## src/hdl/sq_cfg_pkg.sv

```systemverilog
`default_nettype none

package sq_cfg_pkg;

   // queue geometry
   localparam int DEFAULT_DEPTH = 16;

   // field widths
   localparam int ADDR_W = 16;
   localparam int DATA_W = 16;
   localparam int ROB_IDX_W = 7;
   localparam int LD_IDX_W = 6; // low bits of the reorder index

   // memory address of a store
   typedef logic [ADDR_W-1:0] addr_t;

   // store data sent to the cache
   typedef logic [DATA_W-1:0] data_t;

   // reorder index, also the age of a store
   typedef logic [ROB_IDX_W-1:0] rob_idx_t;

   // index presented by the load/store unit on an update
   typedef logic [LD_IDX_W-1:0] ld_idx_t;

endpackage

`default_nettype wire

```

## src/hdl/sq_ctrl_pkg.sv

```systemverilog
`default_nettype none

package sq_ctrl_pkg;

   localparam int ALLOC_SLOTS = 4; // stores allocated per cycle

   // drain FSM of the head store
   typedef enum logic [1:0] {
      IDLE       = 2'b00,
      WAIT_GRANT = 2'b01, // str_req held until granted
      ISSUED     = 2'b10, // waiting for str_done
      WAIT_WRITE = 2'b11  // head address and data not yet in
   } commit_state_t;

endpackage

`default_nettype wire

```

## src/hdl/sq_entry_if.sv

```systemverilog
`timescale 1ns/1ps
`default_nettype none

interface sq_entry_if #(
   parameter int DEPTH = sq_cfg_pkg::DEFAULT_DEPTH
);
   import sq_cfg_pkg::*;

   localparam int PTR_W = $clog2(DEPTH);

   logic [DEPTH-1:0] free;    // 1 = entry empty
   logic [DEPTH-1:0] written; // address and data valid
   rob_idx_t idx [DEPTH];
   addr_t addr [DEPTH];
   data_t data [DEPTH];
   logic [PTR_W-1:0] head;    // oldest store

   // entry storage drives everything
   modport owner (output free, written, idx, addr, data, head);

   // commit side only needs the head entry
   modport drain (input head, written, addr, data);

   // forwarding looks at the whole array
   modport search (input free, written, idx, addr, data, head);

endinterface

`default_nettype wire

```

## src/hdl/sq_entry_array.sv

```systemverilog
`timescale 1ns/1ps
`default_nettype none

module sq_entry_array #(
   parameter int DEPTH = sq_cfg_pkg::DEFAULT_DEPTH
) (
   input  wire logic                                           clk,
   input  wire logic                                           rst,
   input  wire logic [sq_ctrl_pkg::ALLOC_SLOTS-1:0]            alloc_vld,
   input  wire sq_cfg_pkg::rob_idx_t [sq_ctrl_pkg::ALLOC_SLOTS-1:0] alloc_idx,
   input  wire logic                                           flush,
   input  wire logic [$clog2(DEPTH)-1:0]                       flush_ptr,
   input  wire logic                                           upd_vld,
   input  wire sq_cfg_pkg::ld_idx_t                            upd_idx,
   input  wire sq_cfg_pkg::addr_t                              upd_addr,
   input  wire sq_cfg_pkg::data_t                              upd_data,
   input  wire logic                                           retire,
   output logic                                                stall,
   sq_entry_if.owner                                           ent
);
   import sq_cfg_pkg::*;
   import sq_ctrl_pkg::*;

   localparam int PTR_W = $clog2(DEPTH);
   localparam int SLOT_W = $clog2(ALLOC_SLOTS);
   localparam int CNT_W = $clog2(ALLOC_SLOTS + 1);

   logic [DEPTH-1:0] free_q;
   logic [DEPTH-1:0] written_q;
   rob_idx_t idx_q [DEPTH];
   addr_t addr_q [DEPTH];
   data_t data_q [DEPTH];
   logic [PTR_W-1:0] head_q;
   logic [PTR_W-1:0] tail_q;

   logic [ALLOC_SLOTS-1:0] vld_inc;
   logic alloc_ok;
   logic [ALLOC_SLOTS-1:0] slot_en;
   logic [CNT_W-1:0] n_alloc;
   logic [PTR_W-1:0] slot_ptr;
   logic [DEPTH-1:0] alloc_hit;
   logic [SLOT_W-1:0] alloc_sel [DEPTH];
   logic [DEPTH-1:0] upd_hit;
   logic [DEPTH-1:0] retire_hit;
   logic [PTR_W-1:0] flush_span;
   logic [PTR_W-1:0] flush_off;
   logic [DEPTH-1:0] flush_mask;

   // only 0001, 0011, 0111 and 1111 allocate, nothing during a flush
   assign vld_inc = alloc_vld + 1'b1;
   assign alloc_ok = ((alloc_vld & vld_inc) == '0) & ~flush;
   assign slot_en = alloc_ok ? alloc_vld : '0;

   always_comb begin
      n_alloc = '0;
      alloc_hit = '0;
      slot_ptr = tail_q;
      for (int i = 0; i < DEPTH; i++) begin
         alloc_sel[i] = '0;
      end
      for (int s = 0; s < ALLOC_SLOTS; s++) begin
         slot_ptr = tail_q + PTR_W'(s); // wraps at DEPTH
         if (slot_en[s]) begin
            n_alloc = n_alloc + 1'b1;
            alloc_hit[slot_ptr] = 1'b1;
            alloc_sel[slot_ptr] = SLOT_W'(s);
         end
      end
   end

   assign flush_span = tail_q - flush_ptr; // entries dropped by a flush

   always_comb begin
      flush_off = '0;
      for (int i = 0; i < DEPTH; i++) begin
         upd_hit[i] = upd_vld & ~free_q[i] & (idx_q[i][$bits(ld_idx_t)-1:0] == upd_idx);
         retire_hit[i] = retire & (head_q == PTR_W'(i));
         flush_off = PTR_W'(i) - flush_ptr;
         flush_mask[i] = flush & (flush_off < flush_span);
      end
   end

   always_ff @(posedge clk or negedge rst) begin
      if (!rst) begin
         free_q <= '1;
         written_q <= '0;
         head_q <= '0;
         tail_q <= '0;
      end else begin
         if (flush)
            tail_q <= flush_ptr;
         else
            tail_q <= tail_q + PTR_W'(n_alloc);
         if (retire)
            head_q <= head_q + 1'b1;
         for (int i = 0; i < DEPTH; i++) begin
            if (flush_mask[i]) begin
               free_q[i] <= 1'b1;
               written_q[i] <= 1'b0;
            end else if (retire_hit[i]) begin
               free_q[i] <= 1'b1;
               written_q[i] <= 1'b0;
            end else if (alloc_hit[i]) begin
               free_q[i] <= 1'b0;
               written_q[i] <= 1'b0; // new store waits for its update
            end else if (upd_hit[i]) begin
               written_q[i] <= 1'b1;
            end
         end
      end
   end

   always_ff @(posedge clk) begin
      for (int i = 0; i < DEPTH; i++) begin
         if (alloc_hit[i])
            idx_q[i] <= alloc_idx[alloc_sel[i]];
         if (upd_hit[i]) begin
            addr_q[i] <= upd_addr;
            data_q[i] <= upd_data;
         end
      end
   end

   assign stall = ~free_q[tail_q]; // queue full at the tail

   assign ent.free = free_q;
   assign ent.written = written_q;
   assign ent.idx = idx_q;
   assign ent.addr = addr_q;
   assign ent.data = data_q;
   assign ent.head = head_q;

endmodule

`default_nettype wire

```

## src/hdl/sq_commit_ctrl.sv

```systemverilog
`timescale 1ns/1ps
`default_nettype none

module sq_commit_ctrl (
   input  wire logic          clk,
   input  wire logic          rst,
   input  wire logic          cmmt_str,
   input  wire logic          str_grnt,
   input  wire logic          str_done,
   output logic               str_req,
   output logic               str_iss,
   output logic               retire,
   output sq_cfg_pkg::addr_t  cache_addr,
   output sq_cfg_pkg::data_t  cache_data,
   sq_entry_if.drain          ent
);
   import sq_ctrl_pkg::*;

   commit_state_t state;
   commit_state_t nxt_state;
   logic head_written;

   assign head_written = ent.written[ent.head];

   // cache always sees the head entry
   assign cache_addr = ent.addr[ent.head];
   assign cache_data = ent.data[ent.head];

   always_ff @(posedge clk or negedge rst) begin
      if (!rst)
         state <= IDLE;
      else
         state <= nxt_state;
   end

   always_comb begin
      nxt_state = state;
      str_req = 1'b0;
      str_iss = 1'b0;
      retire = 1'b0;
      case (state)
         IDLE: begin
            if (cmmt_str)
               nxt_state = head_written ? WAIT_GRANT : WAIT_WRITE;
         end
         WAIT_WRITE: begin
            if (head_written) // update arrived late
               nxt_state = WAIT_GRANT;
         end
         WAIT_GRANT: begin
            str_req = 1'b1;
            if (str_grnt) begin
               str_iss = 1'b1;
               nxt_state = ISSUED;
            end
         end
         ISSUED: begin
            if (str_done) begin
               retire = 1'b1; // frees head, head moves on next edge
               nxt_state = IDLE;
            end
         end
         default: nxt_state = IDLE;
      endcase
   end

endmodule

`default_nettype wire

```

## src/hdl/sq_fwd_search.sv

```systemverilog
`timescale 1ns/1ps
`default_nettype none

module sq_fwd_search #(
   parameter int DEPTH = sq_cfg_pkg::DEFAULT_DEPTH
) (
   input  wire sq_cfg_pkg::rob_idx_t fwd_idx,
   input  wire sq_cfg_pkg::addr_t    fwd_addr,
   output logic                      fwd_hit,
   output logic                      fwd_rdy,
   output sq_cfg_pkg::data_t         fwd_data,
   sq_entry_if.search                ent
);
   localparam int PTR_W = $clog2(DEPTH);

   logic [DEPTH-1:0] older;
   logic [DEPTH-1:0] match;
   logic [DEPTH-1:0] rot_match;
   logic [PTR_W-1:0] rot_ptr;
   logic [PTR_W-1:0] sel_off;
   logic [PTR_W-1:0] sel_ptr;

   // age and address compare per entry
   always_comb begin
      for (int i = 0; i < DEPTH; i++) begin
         older[i] = ~ent.free[i] & (ent.idx[i] < fwd_idx); // unsigned age
         match[i] = older[i] & (ent.addr[i] == fwd_addr);
      end
   end

   // bit 0 of rot_match is the head entry
   always_comb begin
      rot_ptr = ent.head;
      for (int k = 0; k < DEPTH; k++) begin
         rot_ptr = ent.head + PTR_W'(k);
         rot_match[k] = match[rot_ptr];
      end
   end

   // last set bit wins, i.e. the youngest older store
   always_comb begin
      sel_off = '0;
      for (int k = 0; k < DEPTH; k++) begin
         if (rot_match[k])
            sel_off = PTR_W'(k);
      end
   end

   assign sel_ptr = ent.head + sel_off;

   assign fwd_hit = |match;
   assign fwd_data = fwd_hit ? ent.data[sel_ptr] : '0;

   // every older store has its address and data
   assign fwd_rdy = &(~older | ent.written);

endmodule

`default_nettype wire

```

## src/hdl/store_queue.sv

```systemverilog
`timescale 1ns/1ps
`default_nettype none

module store_queue #(
   parameter int DEPTH = sq_cfg_pkg::DEFAULT_DEPTH
) (
   input  wire logic                                           clk,
   input  wire logic                                           rst,
   input  wire logic [sq_ctrl_pkg::ALLOC_SLOTS-1:0]            alloc_vld,
   input  wire sq_cfg_pkg::rob_idx_t [sq_ctrl_pkg::ALLOC_SLOTS-1:0] alloc_idx,
   input  wire logic                                           flush,
   input  wire logic [$clog2(DEPTH)-1:0]                       flush_ptr,
   input  wire logic                                           upd_vld,
   input  wire sq_cfg_pkg::ld_idx_t                            upd_idx,
   input  wire sq_cfg_pkg::addr_t                              upd_addr,
   input  wire sq_cfg_pkg::data_t                              upd_data,
   input  wire logic                                           cmmt_str,
   input  wire logic                                           str_grnt,
   input  wire logic                                           str_done,
   input  wire sq_cfg_pkg::rob_idx_t                           fwd_idx,
   input  wire sq_cfg_pkg::addr_t                              fwd_addr,
   output logic                                                stall,
   output logic                                                str_req,
   output logic                                                str_iss,
   output sq_cfg_pkg::addr_t                                   cache_addr,
   output sq_cfg_pkg::data_t                                   cache_data,
   output logic                                                fwd_hit,
   output logic                                                fwd_rdy,
   output sq_cfg_pkg::data_t                                   fwd_data
);
   logic retire; // head store done at the cache

   sq_entry_if #(.DEPTH(DEPTH)) ent_if ();

   sq_entry_array #(
      .DEPTH(DEPTH)
   ) entry_array_i (
      .clk       (clk),
      .rst       (rst),
      .alloc_vld (alloc_vld),
      .alloc_idx (alloc_idx),
      .flush     (flush),
      .flush_ptr (flush_ptr),
      .upd_vld   (upd_vld),
      .upd_idx   (upd_idx),
      .upd_addr  (upd_addr),
      .upd_data  (upd_data),
      .retire    (retire),
      .stall     (stall),
      .ent       (ent_if.owner)
   );

   sq_commit_ctrl commit_ctrl_i (
      .clk        (clk),
      .rst        (rst),
      .cmmt_str   (cmmt_str),
      .str_grnt   (str_grnt),
      .str_done   (str_done),
      .str_req    (str_req),
      .str_iss    (str_iss),
      .retire     (retire),
      .cache_addr (cache_addr),
      .cache_data (cache_data),
      .ent        (ent_if.drain)
   );

   sq_fwd_search #(
      .DEPTH(DEPTH)
   ) fwd_search_i (
      .fwd_idx  (fwd_idx),
      .fwd_addr (fwd_addr),
      .fwd_hit  (fwd_hit),
      .fwd_rdy  (fwd_rdy),
      .fwd_data (fwd_data),
      .ent      (ent_if.search)
   );

endmodule

`default_nettype wire

```

## config.mk

```make
export PLATFORM = sky130hd
export DESIGN_NAME = store_queue
export DESIGN_NICKNAME = d
export VERILOG_FILES = /design/src/hdl/sq_cfg_pkg.sv /design/src/hdl/sq_ctrl_pkg.sv /design/src/hdl/sq_entry_if.sv /design/src/hdl/sq_entry_array.sv /design/src/hdl/sq_commit_ctrl.sv /design/src/hdl/sq_fwd_search.sv /design/src/hdl/store_queue.sv
export SDC_FILE = /design/constraint.sdc
export NUM_CORES = 1
export LEC_CHECK = 0
export BUFFER_PORTS_ARGS = -buffer_cell sky130_fd_sc_hd__buf_2
export CAP_MARGIN = 0
export CELL_PAD_IN_SITES_DETAIL_PLACEMENT = 0
export CELL_PAD_IN_SITES_GLOBAL_PLACEMENT = 1
export CORE_MARGIN = 1.5
export CORE_UTILIZATION = 45
export DETAILED_ROUTE_END_ITERATION = 8
export PLACE_DENSITY = 0.81
export REMOVE_ABC_BUFFERS = 1
export SETUP_SLACK_MARGIN = 0.05
export SLEW_MARGIN = 20
export SYNTH_ARGS = -nofsm -noshare
export SYNTH_HDL_FRONTEND = slang
export SYNTH_SLANG_ARGS = --single-unit
```

## constraint.sdc

```tcl
create_clock -name clk -period 9 [get_ports clk]
set_input_delay 0.9 -clock clk [delete_from_list [all_inputs] [get_ports clk]]
set_output_delay 0.9 -clock clk [all_outputs]
set_load 0.01 [all_outputs]
```

## Yosys cells after proc, flatten, opt, wreduce, memory -nomap -nowiden

Cells that the tools add are included.
W data, S select, Z words.

| cells by class | value |
|---|---|
| multiplexer cells | 241 |
| order comparisons | 80 |
| bitwise operators | 130 |
| reductions and logical operators | 45 |
| add/subtract/negate cells | 41 |
| eq/ne operators | 54 |

Operator list:

| kind | number |
|---|---|
| $eq A16 B16 Y1 | 16 |
| $bmux W7 S2 | 16 |
| $bmux W16 S4 | 3 |
| $mux W16 | 11 |
| $mux W1 | 140 |
| $lt A7 B7 Y1 | 16 |
| $mux W7 | 16 |
| $lt A4 B5 Y1 const B | 20 |
| $and A1 B1 Y1 | 97 |
| $eq A6 B6 Y1 | 16 |
| $bmux W1 S4 | 17 |
| $lt A4 B4 Y1 | 16 |
| $mux W32 | 2 |
| $or A16 B16 Y16 | 4 |
| $reduce_bool A4 Y1 | 16 |
| $lt A2 B3 Y1 const B | 16 |
| $reduce_bool A3 Y1 | 16 |
| $mux W4 | 10 |
| $add A4 B4 Y4 const B | 8 |
| $eq A4 B4 Y1 const B | 8 |
| $not A16 Y16 | 2 |
| $or A32 B32 Y32 | 1 |
| $sub A4 B4 Y4 const A | 8 |
| $mux W31 | 1 |
| other kinds (37) | 115 |

| word-level totals | value |
|---|---|
| input bits | 104 |
| output and inout bits | 53 |
| register bits | 666 |
| word-level logic and storage cells | 674 |

## Longest topological paths before layout

| logic depth | value |
|---|---|
| word-level depth | 26 |
| depth in mapped cells | 23 |
| mapped depth without buffers | 20 |

## Cells and area by module

From an unflattened synthesis, not the netlist that was laid out.

| unflattened totals | value |
|---|---|
| cells, all modules | 3057 |
| area, all modules | 40571.4 µm² |

Modules (own cells, without submodules):

| module | instances | cells each | sequential area each (µm²) | area an instance (µm²) |
|---|---|---|---|---|
| sq_entry_array | 1 | 1755 | 19759.0 | 27109.8 |
| sq_fwd_search | 1 | 1066 | 0.0 | 9303.9 |
| sq_commit_ctrl | 1 | 236 | 50.0 | 4157.7 |

## Least setup slack after synthesis

Ideal clock, no wire load.

| timing path | value |
|---|---|
| path kind | input-to-output |
| start point | input fwd_idx[6] |
| end point | output fwd_data[10] |
| arrival | 6.201 ns |
| required time | 8.100 ns |
| buffers on the path | 3 |
| cell stages on the path | 20 |
| setup slack | 1.899 ns |
| path through | inv_1 -> ha_1 -> a211oi_1 -> nand3_1 -> a21oi_1 -> nand2_1 -> mux2_1 -> mux4_2 -> mux2i_4 -> nor2_2 -> o21ai_0 -> o21a_1 -> a31oi_1 -> ha_1 -> clkbuf_1 -> buf_1 -> buf_1 -> mux4_2 -> mux2i_1 -> a311oi_2 |

| between the ends | value |
|---|---|
| cells in the longest elaborated chain, start to end | 26 |
| elaborated cells between the ends (all ways) | 100 |
| classes of those cells | add/sub (1); order compare (16); mux (49); bitwise (33); reduce/logical (1) |

Ends and longest elaborated chain:

| element | RTL line | text |
|---|---|---|
| start, declared | store_queue.sv:20 | `input wire sq_cfg_pkg::rob_idx_t fwd_idx,` |
| $lt A7 B7 Y1 | sq_fwd_search.sv:26 | `older[i] = ~ent.free[i] & (ent.idx[i] < fwd_idx);` |
| $and A1 B1 Y1 | sq_fwd_search.sv:26 |  |
| $and A1 B1 Y1 | sq_fwd_search.sv:27 | `match[i] = older[i] & (ent.addr[i] == fwd_addr);` |
| $bmux W1 S4 | sq_fwd_search.sv:36 | `rot_match[k] = match[rot_ptr];` |
| $mux W1 (implied by the code) | sq_fwd_search.sv:36 |  |
| $mux W1 | sq_fwd_search.sv:44 | `if (rot_match[k])` |
| $mux W2 (2 in series) | sq_fwd_search.sv:44 |  |
| $mux W3 (4 in series) | sq_fwd_search.sv:44 |  |
| $mux W4 (8 in series) | sq_fwd_search.sv:44 |  |
| $add A4 B4 Y4 | sq_fwd_search.sv:49 | `assign sel_ptr = ent.head + sel_off;` |
| $not A4 Y5 (implied by the code) | sq_fwd_search.sv:52 | `assign fwd_data = fwd_hit ? ent.data[sel_ptr] : '0;` |
| $bmux W16 S4 | sq_fwd_search.sv:52 |  |
| $mux W16 (implied by the code) (2 in series) | sq_fwd_search.sv:52 |  |
| $mux W16 * | sq_fwd_search.sv:52 |  |
| end, declared | store_queue.sv:29 | `output sq_cfg_pkg::data_t fwd_data` |

Mark *: on every way between the ends. The rest lies on a longest branch, timed or not. The select of a mux whose other input is x is not followed.

## Final worst setup path

| timing path | value |
|---|---|
| start point | input fwd_idx[6] |
| end point | output fwd_data[7] |

Same word-level chain as after synthesis.

==> results.json <==
{
  "detail_route.iter0.violations": 3610,
  "r2r_start": "entry_array_i.tail_q[3]$_DFF_PN0_",
  "drv_slew": 0,
  "crit_path_end_kind": "primary output",
  "cts_tree": "built",
  "grt_pass1_vias": 27271,
  "p_sw_w": 0.00598,
  "grt_use_total_pct": 27.1,
  "criticalPathCategory": "primary input to primary output",
  "clkLatencyLatePin_ps": 640,
  "yosys_most_used_dff": "edfxtp_1",
  "postRouteAntennaNets": 0,
  "grt_max_degree": 112,
  "clkTransAtPathRegs_ps": 60,
  "ys_types": 68,
  "die_w_um": 301,
  "worst_slew_pin_slew_ps": 1140,
  "timing.fmax_mhz": 125,
  "final_util_pct": 50.2,
  "place_ws_ps": 1010,
  "p_clk_share_pct": 19.6,
  "p_sw_share_pct": 40.1,
  "finalCriticalPeriod_ps": 8010,
  "wl_met1_um": 48100,
  "cts_root_buf": "clkbuf_16",
  "synth-async-reset-ratio_pct": 6.31,
  "route.met2.wl_um": 59000,
  "power.density_nw_per_um2": 337,
  "cts.path.max_buffers": 3,
  "r2r_end": "entry_array_i.ent.idx[10]$_DFFE_PP_",
  "yosys_warnings": 0,
  "ctsHoldBuffers": 0,
  "fin_worst_skew_ps": 35.6,
  "synth.most_common_cell": "edfxtp_1",
  "gp_congestion": 0.960,
  "synth_top_area_share_pct": 46.9,
  "cp_max_fo": 18,
  "io_pins": 157,
  "p_int_w": 0.00892,
  "viasPerCell": 6.32,
  "route.vias.total": 27888,
  "hold_violations": 0,
  "overflow": 0,
  "wl_met3_um": 10800,
  "slew_headroom_pct": 24.0,
  "p_leak_nw": 15.1,
  "nets": 3451,
  "grt_pass1_wl_um": 181000,
  "core_area_um2": 88100,
  "vdd_drop_max_mv": 0.601,
  "routed.top_layer": "met4",
  "postCtsSetupBuffers": 0,
  "fp-row-count": 109,
  "status": "completed",
  "area_growth_pct": 10.6,
  "die-height_um": 301,
  "yosys-top-cells-area": "edfxtp_1 47%, mux4_2 14%, xnor2_1 6.6%",
  "syn_area_per_cell_um2": 12.9,
  "drive_gt1_share_pct": 20.9,
  "fin_crit_sh_pct": 89.0,
  "drt_pass1_iterations": 8,
  "crit_required_ps": 8100,
  "io_buffers": 156,
  "startpoint_type": "primary input",
  "clock-sinks": 666,
  "fin_ws_ps": 990,
  "drv_cap": 0,
  "hold_path_class": "primary input to async pin",
  "combPwrFrac_pct": 56.6,
  "drt-total-wl_um": 124000,
  "r2r_slack_ps": 5090,
  "cts_made_buffers": 74,
  "cts_resized": 0,
  "seq_area_frac_synth_pct": 49.6,
  "arrival_ps": 7110,
  "start_util_pct": 45.3,
  "synth-seq-cells": 666,
  "synth_edf_count": 624,
  "yosysTopAreaCell": "edfxtp_1",
  "rr_worst_depth": 5,
  "power.share.sequential_pct": 23.7,
  "grt_antenna_before_repair": 4,
  "die_area_um2": 90500,
  "post-route-drc-count": 0,
  "htreeDepth": 3,
  "rsz0062_at_grt": "false",
  "wl_per_cell_um": 28.0,
  "synthCells": 3101,
  "synth_area_um2": 39900,
  "synthTopCellsByCount": "624 x edfxtp_1, 326 x nand2_1, 299 x xnor2_1",
  "setup_viol": 0,
  "place_hpwl_um": 82000
}
==> cell type report <==
class,count,area [µm²]
Fill cell,7509,43900
Sequential cell,666,19800
Multi-Input combinational cell,2149,19000
Clock buffer,98,1960
Tap cell,1165,1460
Timing Repair Buffer,218,1310
Clock inverter,38,367
Inverter,73,275
Antenna cell,5,12.5
==> state kept, by name, summed over array words and instances (netlist names) <==
name,count
entry_array_i.ent.free,16
commit_ctrl_i.state,2
entry_array_i.ent.head,4
entry_array_i.ent.addr,256
entry_array_i.tail_q,4
entry_array_i.ent.written,16
entry_array_i.ent.data,256
entry_array_i.ent.idx,112
==> cells by family (layout without fill, tap and decap cells) <==
| logic type | Yosys count | in the layout | share of synthesized area (%) |
|---|---|---|---|
| AO/OA/AOI/OAI | 542 | 542 | 8.74 |
| XOR/XNOR | 386 | 386 | 8.47 |
| adder cells (fa/ha/maj) | 165 | 165 | 5.24 |
| buffers and inverters | 286 | 427 | 3.25 |
| flip-flops | 666 | 666 | 49.6 |
| multiplexers | 306 | 306 | 15.4 |
| other | 0 | 5 | 0 |
| AND/OR/NAND/NOR | 750 | 750 | 9.26 |
==> power groups by stage <==
stage          Combinational, W  Sequential [W]  Clock [W]
4_1_cts                 0.00847         0.00354    0.00295
6_report                0.00844         0.00354    0.00292
3_5_place_dp            0.00843         0.00360          0
3_3_place_gp            0.00837         0.00360          0
2_1_floorplan           0.00530         0.00382          0
5_1_grt                 0.00897         0.00354    0.00307
==> worst max-delay path by stage <==
stage / end / from / cells after the start
floorplan: fwd_data[0] / entry_array_i.ent.head[0]$_DFFE_PN0P_ / 16
global route: fwd_data[7] / fwd_idx[6] / 23
CTS: fwd_data[10] / fwd_idx[6] / 23
global placement: fwd_data[2] / fwd_idx[6] / 21
finish: fwd_data[7] / fwd_idx[6] / 23
detailed placement: fwd_data[7] / fwd_idx[6] / 24
==> routing by layer <==
layer / global-route usage (%) / up-vias
li1: - / 12132
met1: 35.5 / 13813
met2: 44.1 / 1598
met3: 5.12 / 345
met4: 11.7 / 0
met5: 0 / -
==> stage by stage <==
step                      TNS, ps  instance area [µm²]  power (W)  hold WS [ps]  instances
after floorplan            -96350                38900    0.00912           449       2888
after global placement          0                41800     0.0120           469       4271
after detailed placement        0                41800     0.0120           474       4271
after CTS                       0                44200     0.0150           336       4407
after global routing            0                44200     0.0156           377       4409
final                           0                44200     0.0149           358       4412
==> placed cells by master, fill, tap and decap left out, types with 105 or more instances in the layout <==
cell,count
o21ai_0,105
a21oi_1,109
xnor2_1,299
ha_1,160
nor2_1,105
nand2_1,326
buf_2,156
edfxtp_1,624
o22ai_1,113
mux4_2,245
==> worst max-delay path, cell delays in order <==
cell	delay [ps]
buf_2	110
inv_1	390
ha_1	340
a211oi_1	220
o21ai_0	120
a21oi_1	480
nand2_1	290
mux2_1	390
mux4_2	470
nand2_1	80
nand2_1	120
a31oi_1	170
o21ai_0	150
a211o_1	330
ha_1	270
a21o_1	170
a21oi_1	170
xnor2_1	190
nand4_2	720
buf_4	460
a221oi_2	300
a311oi_2	70
buf_2	190
(Power assumes the default switching activity.)
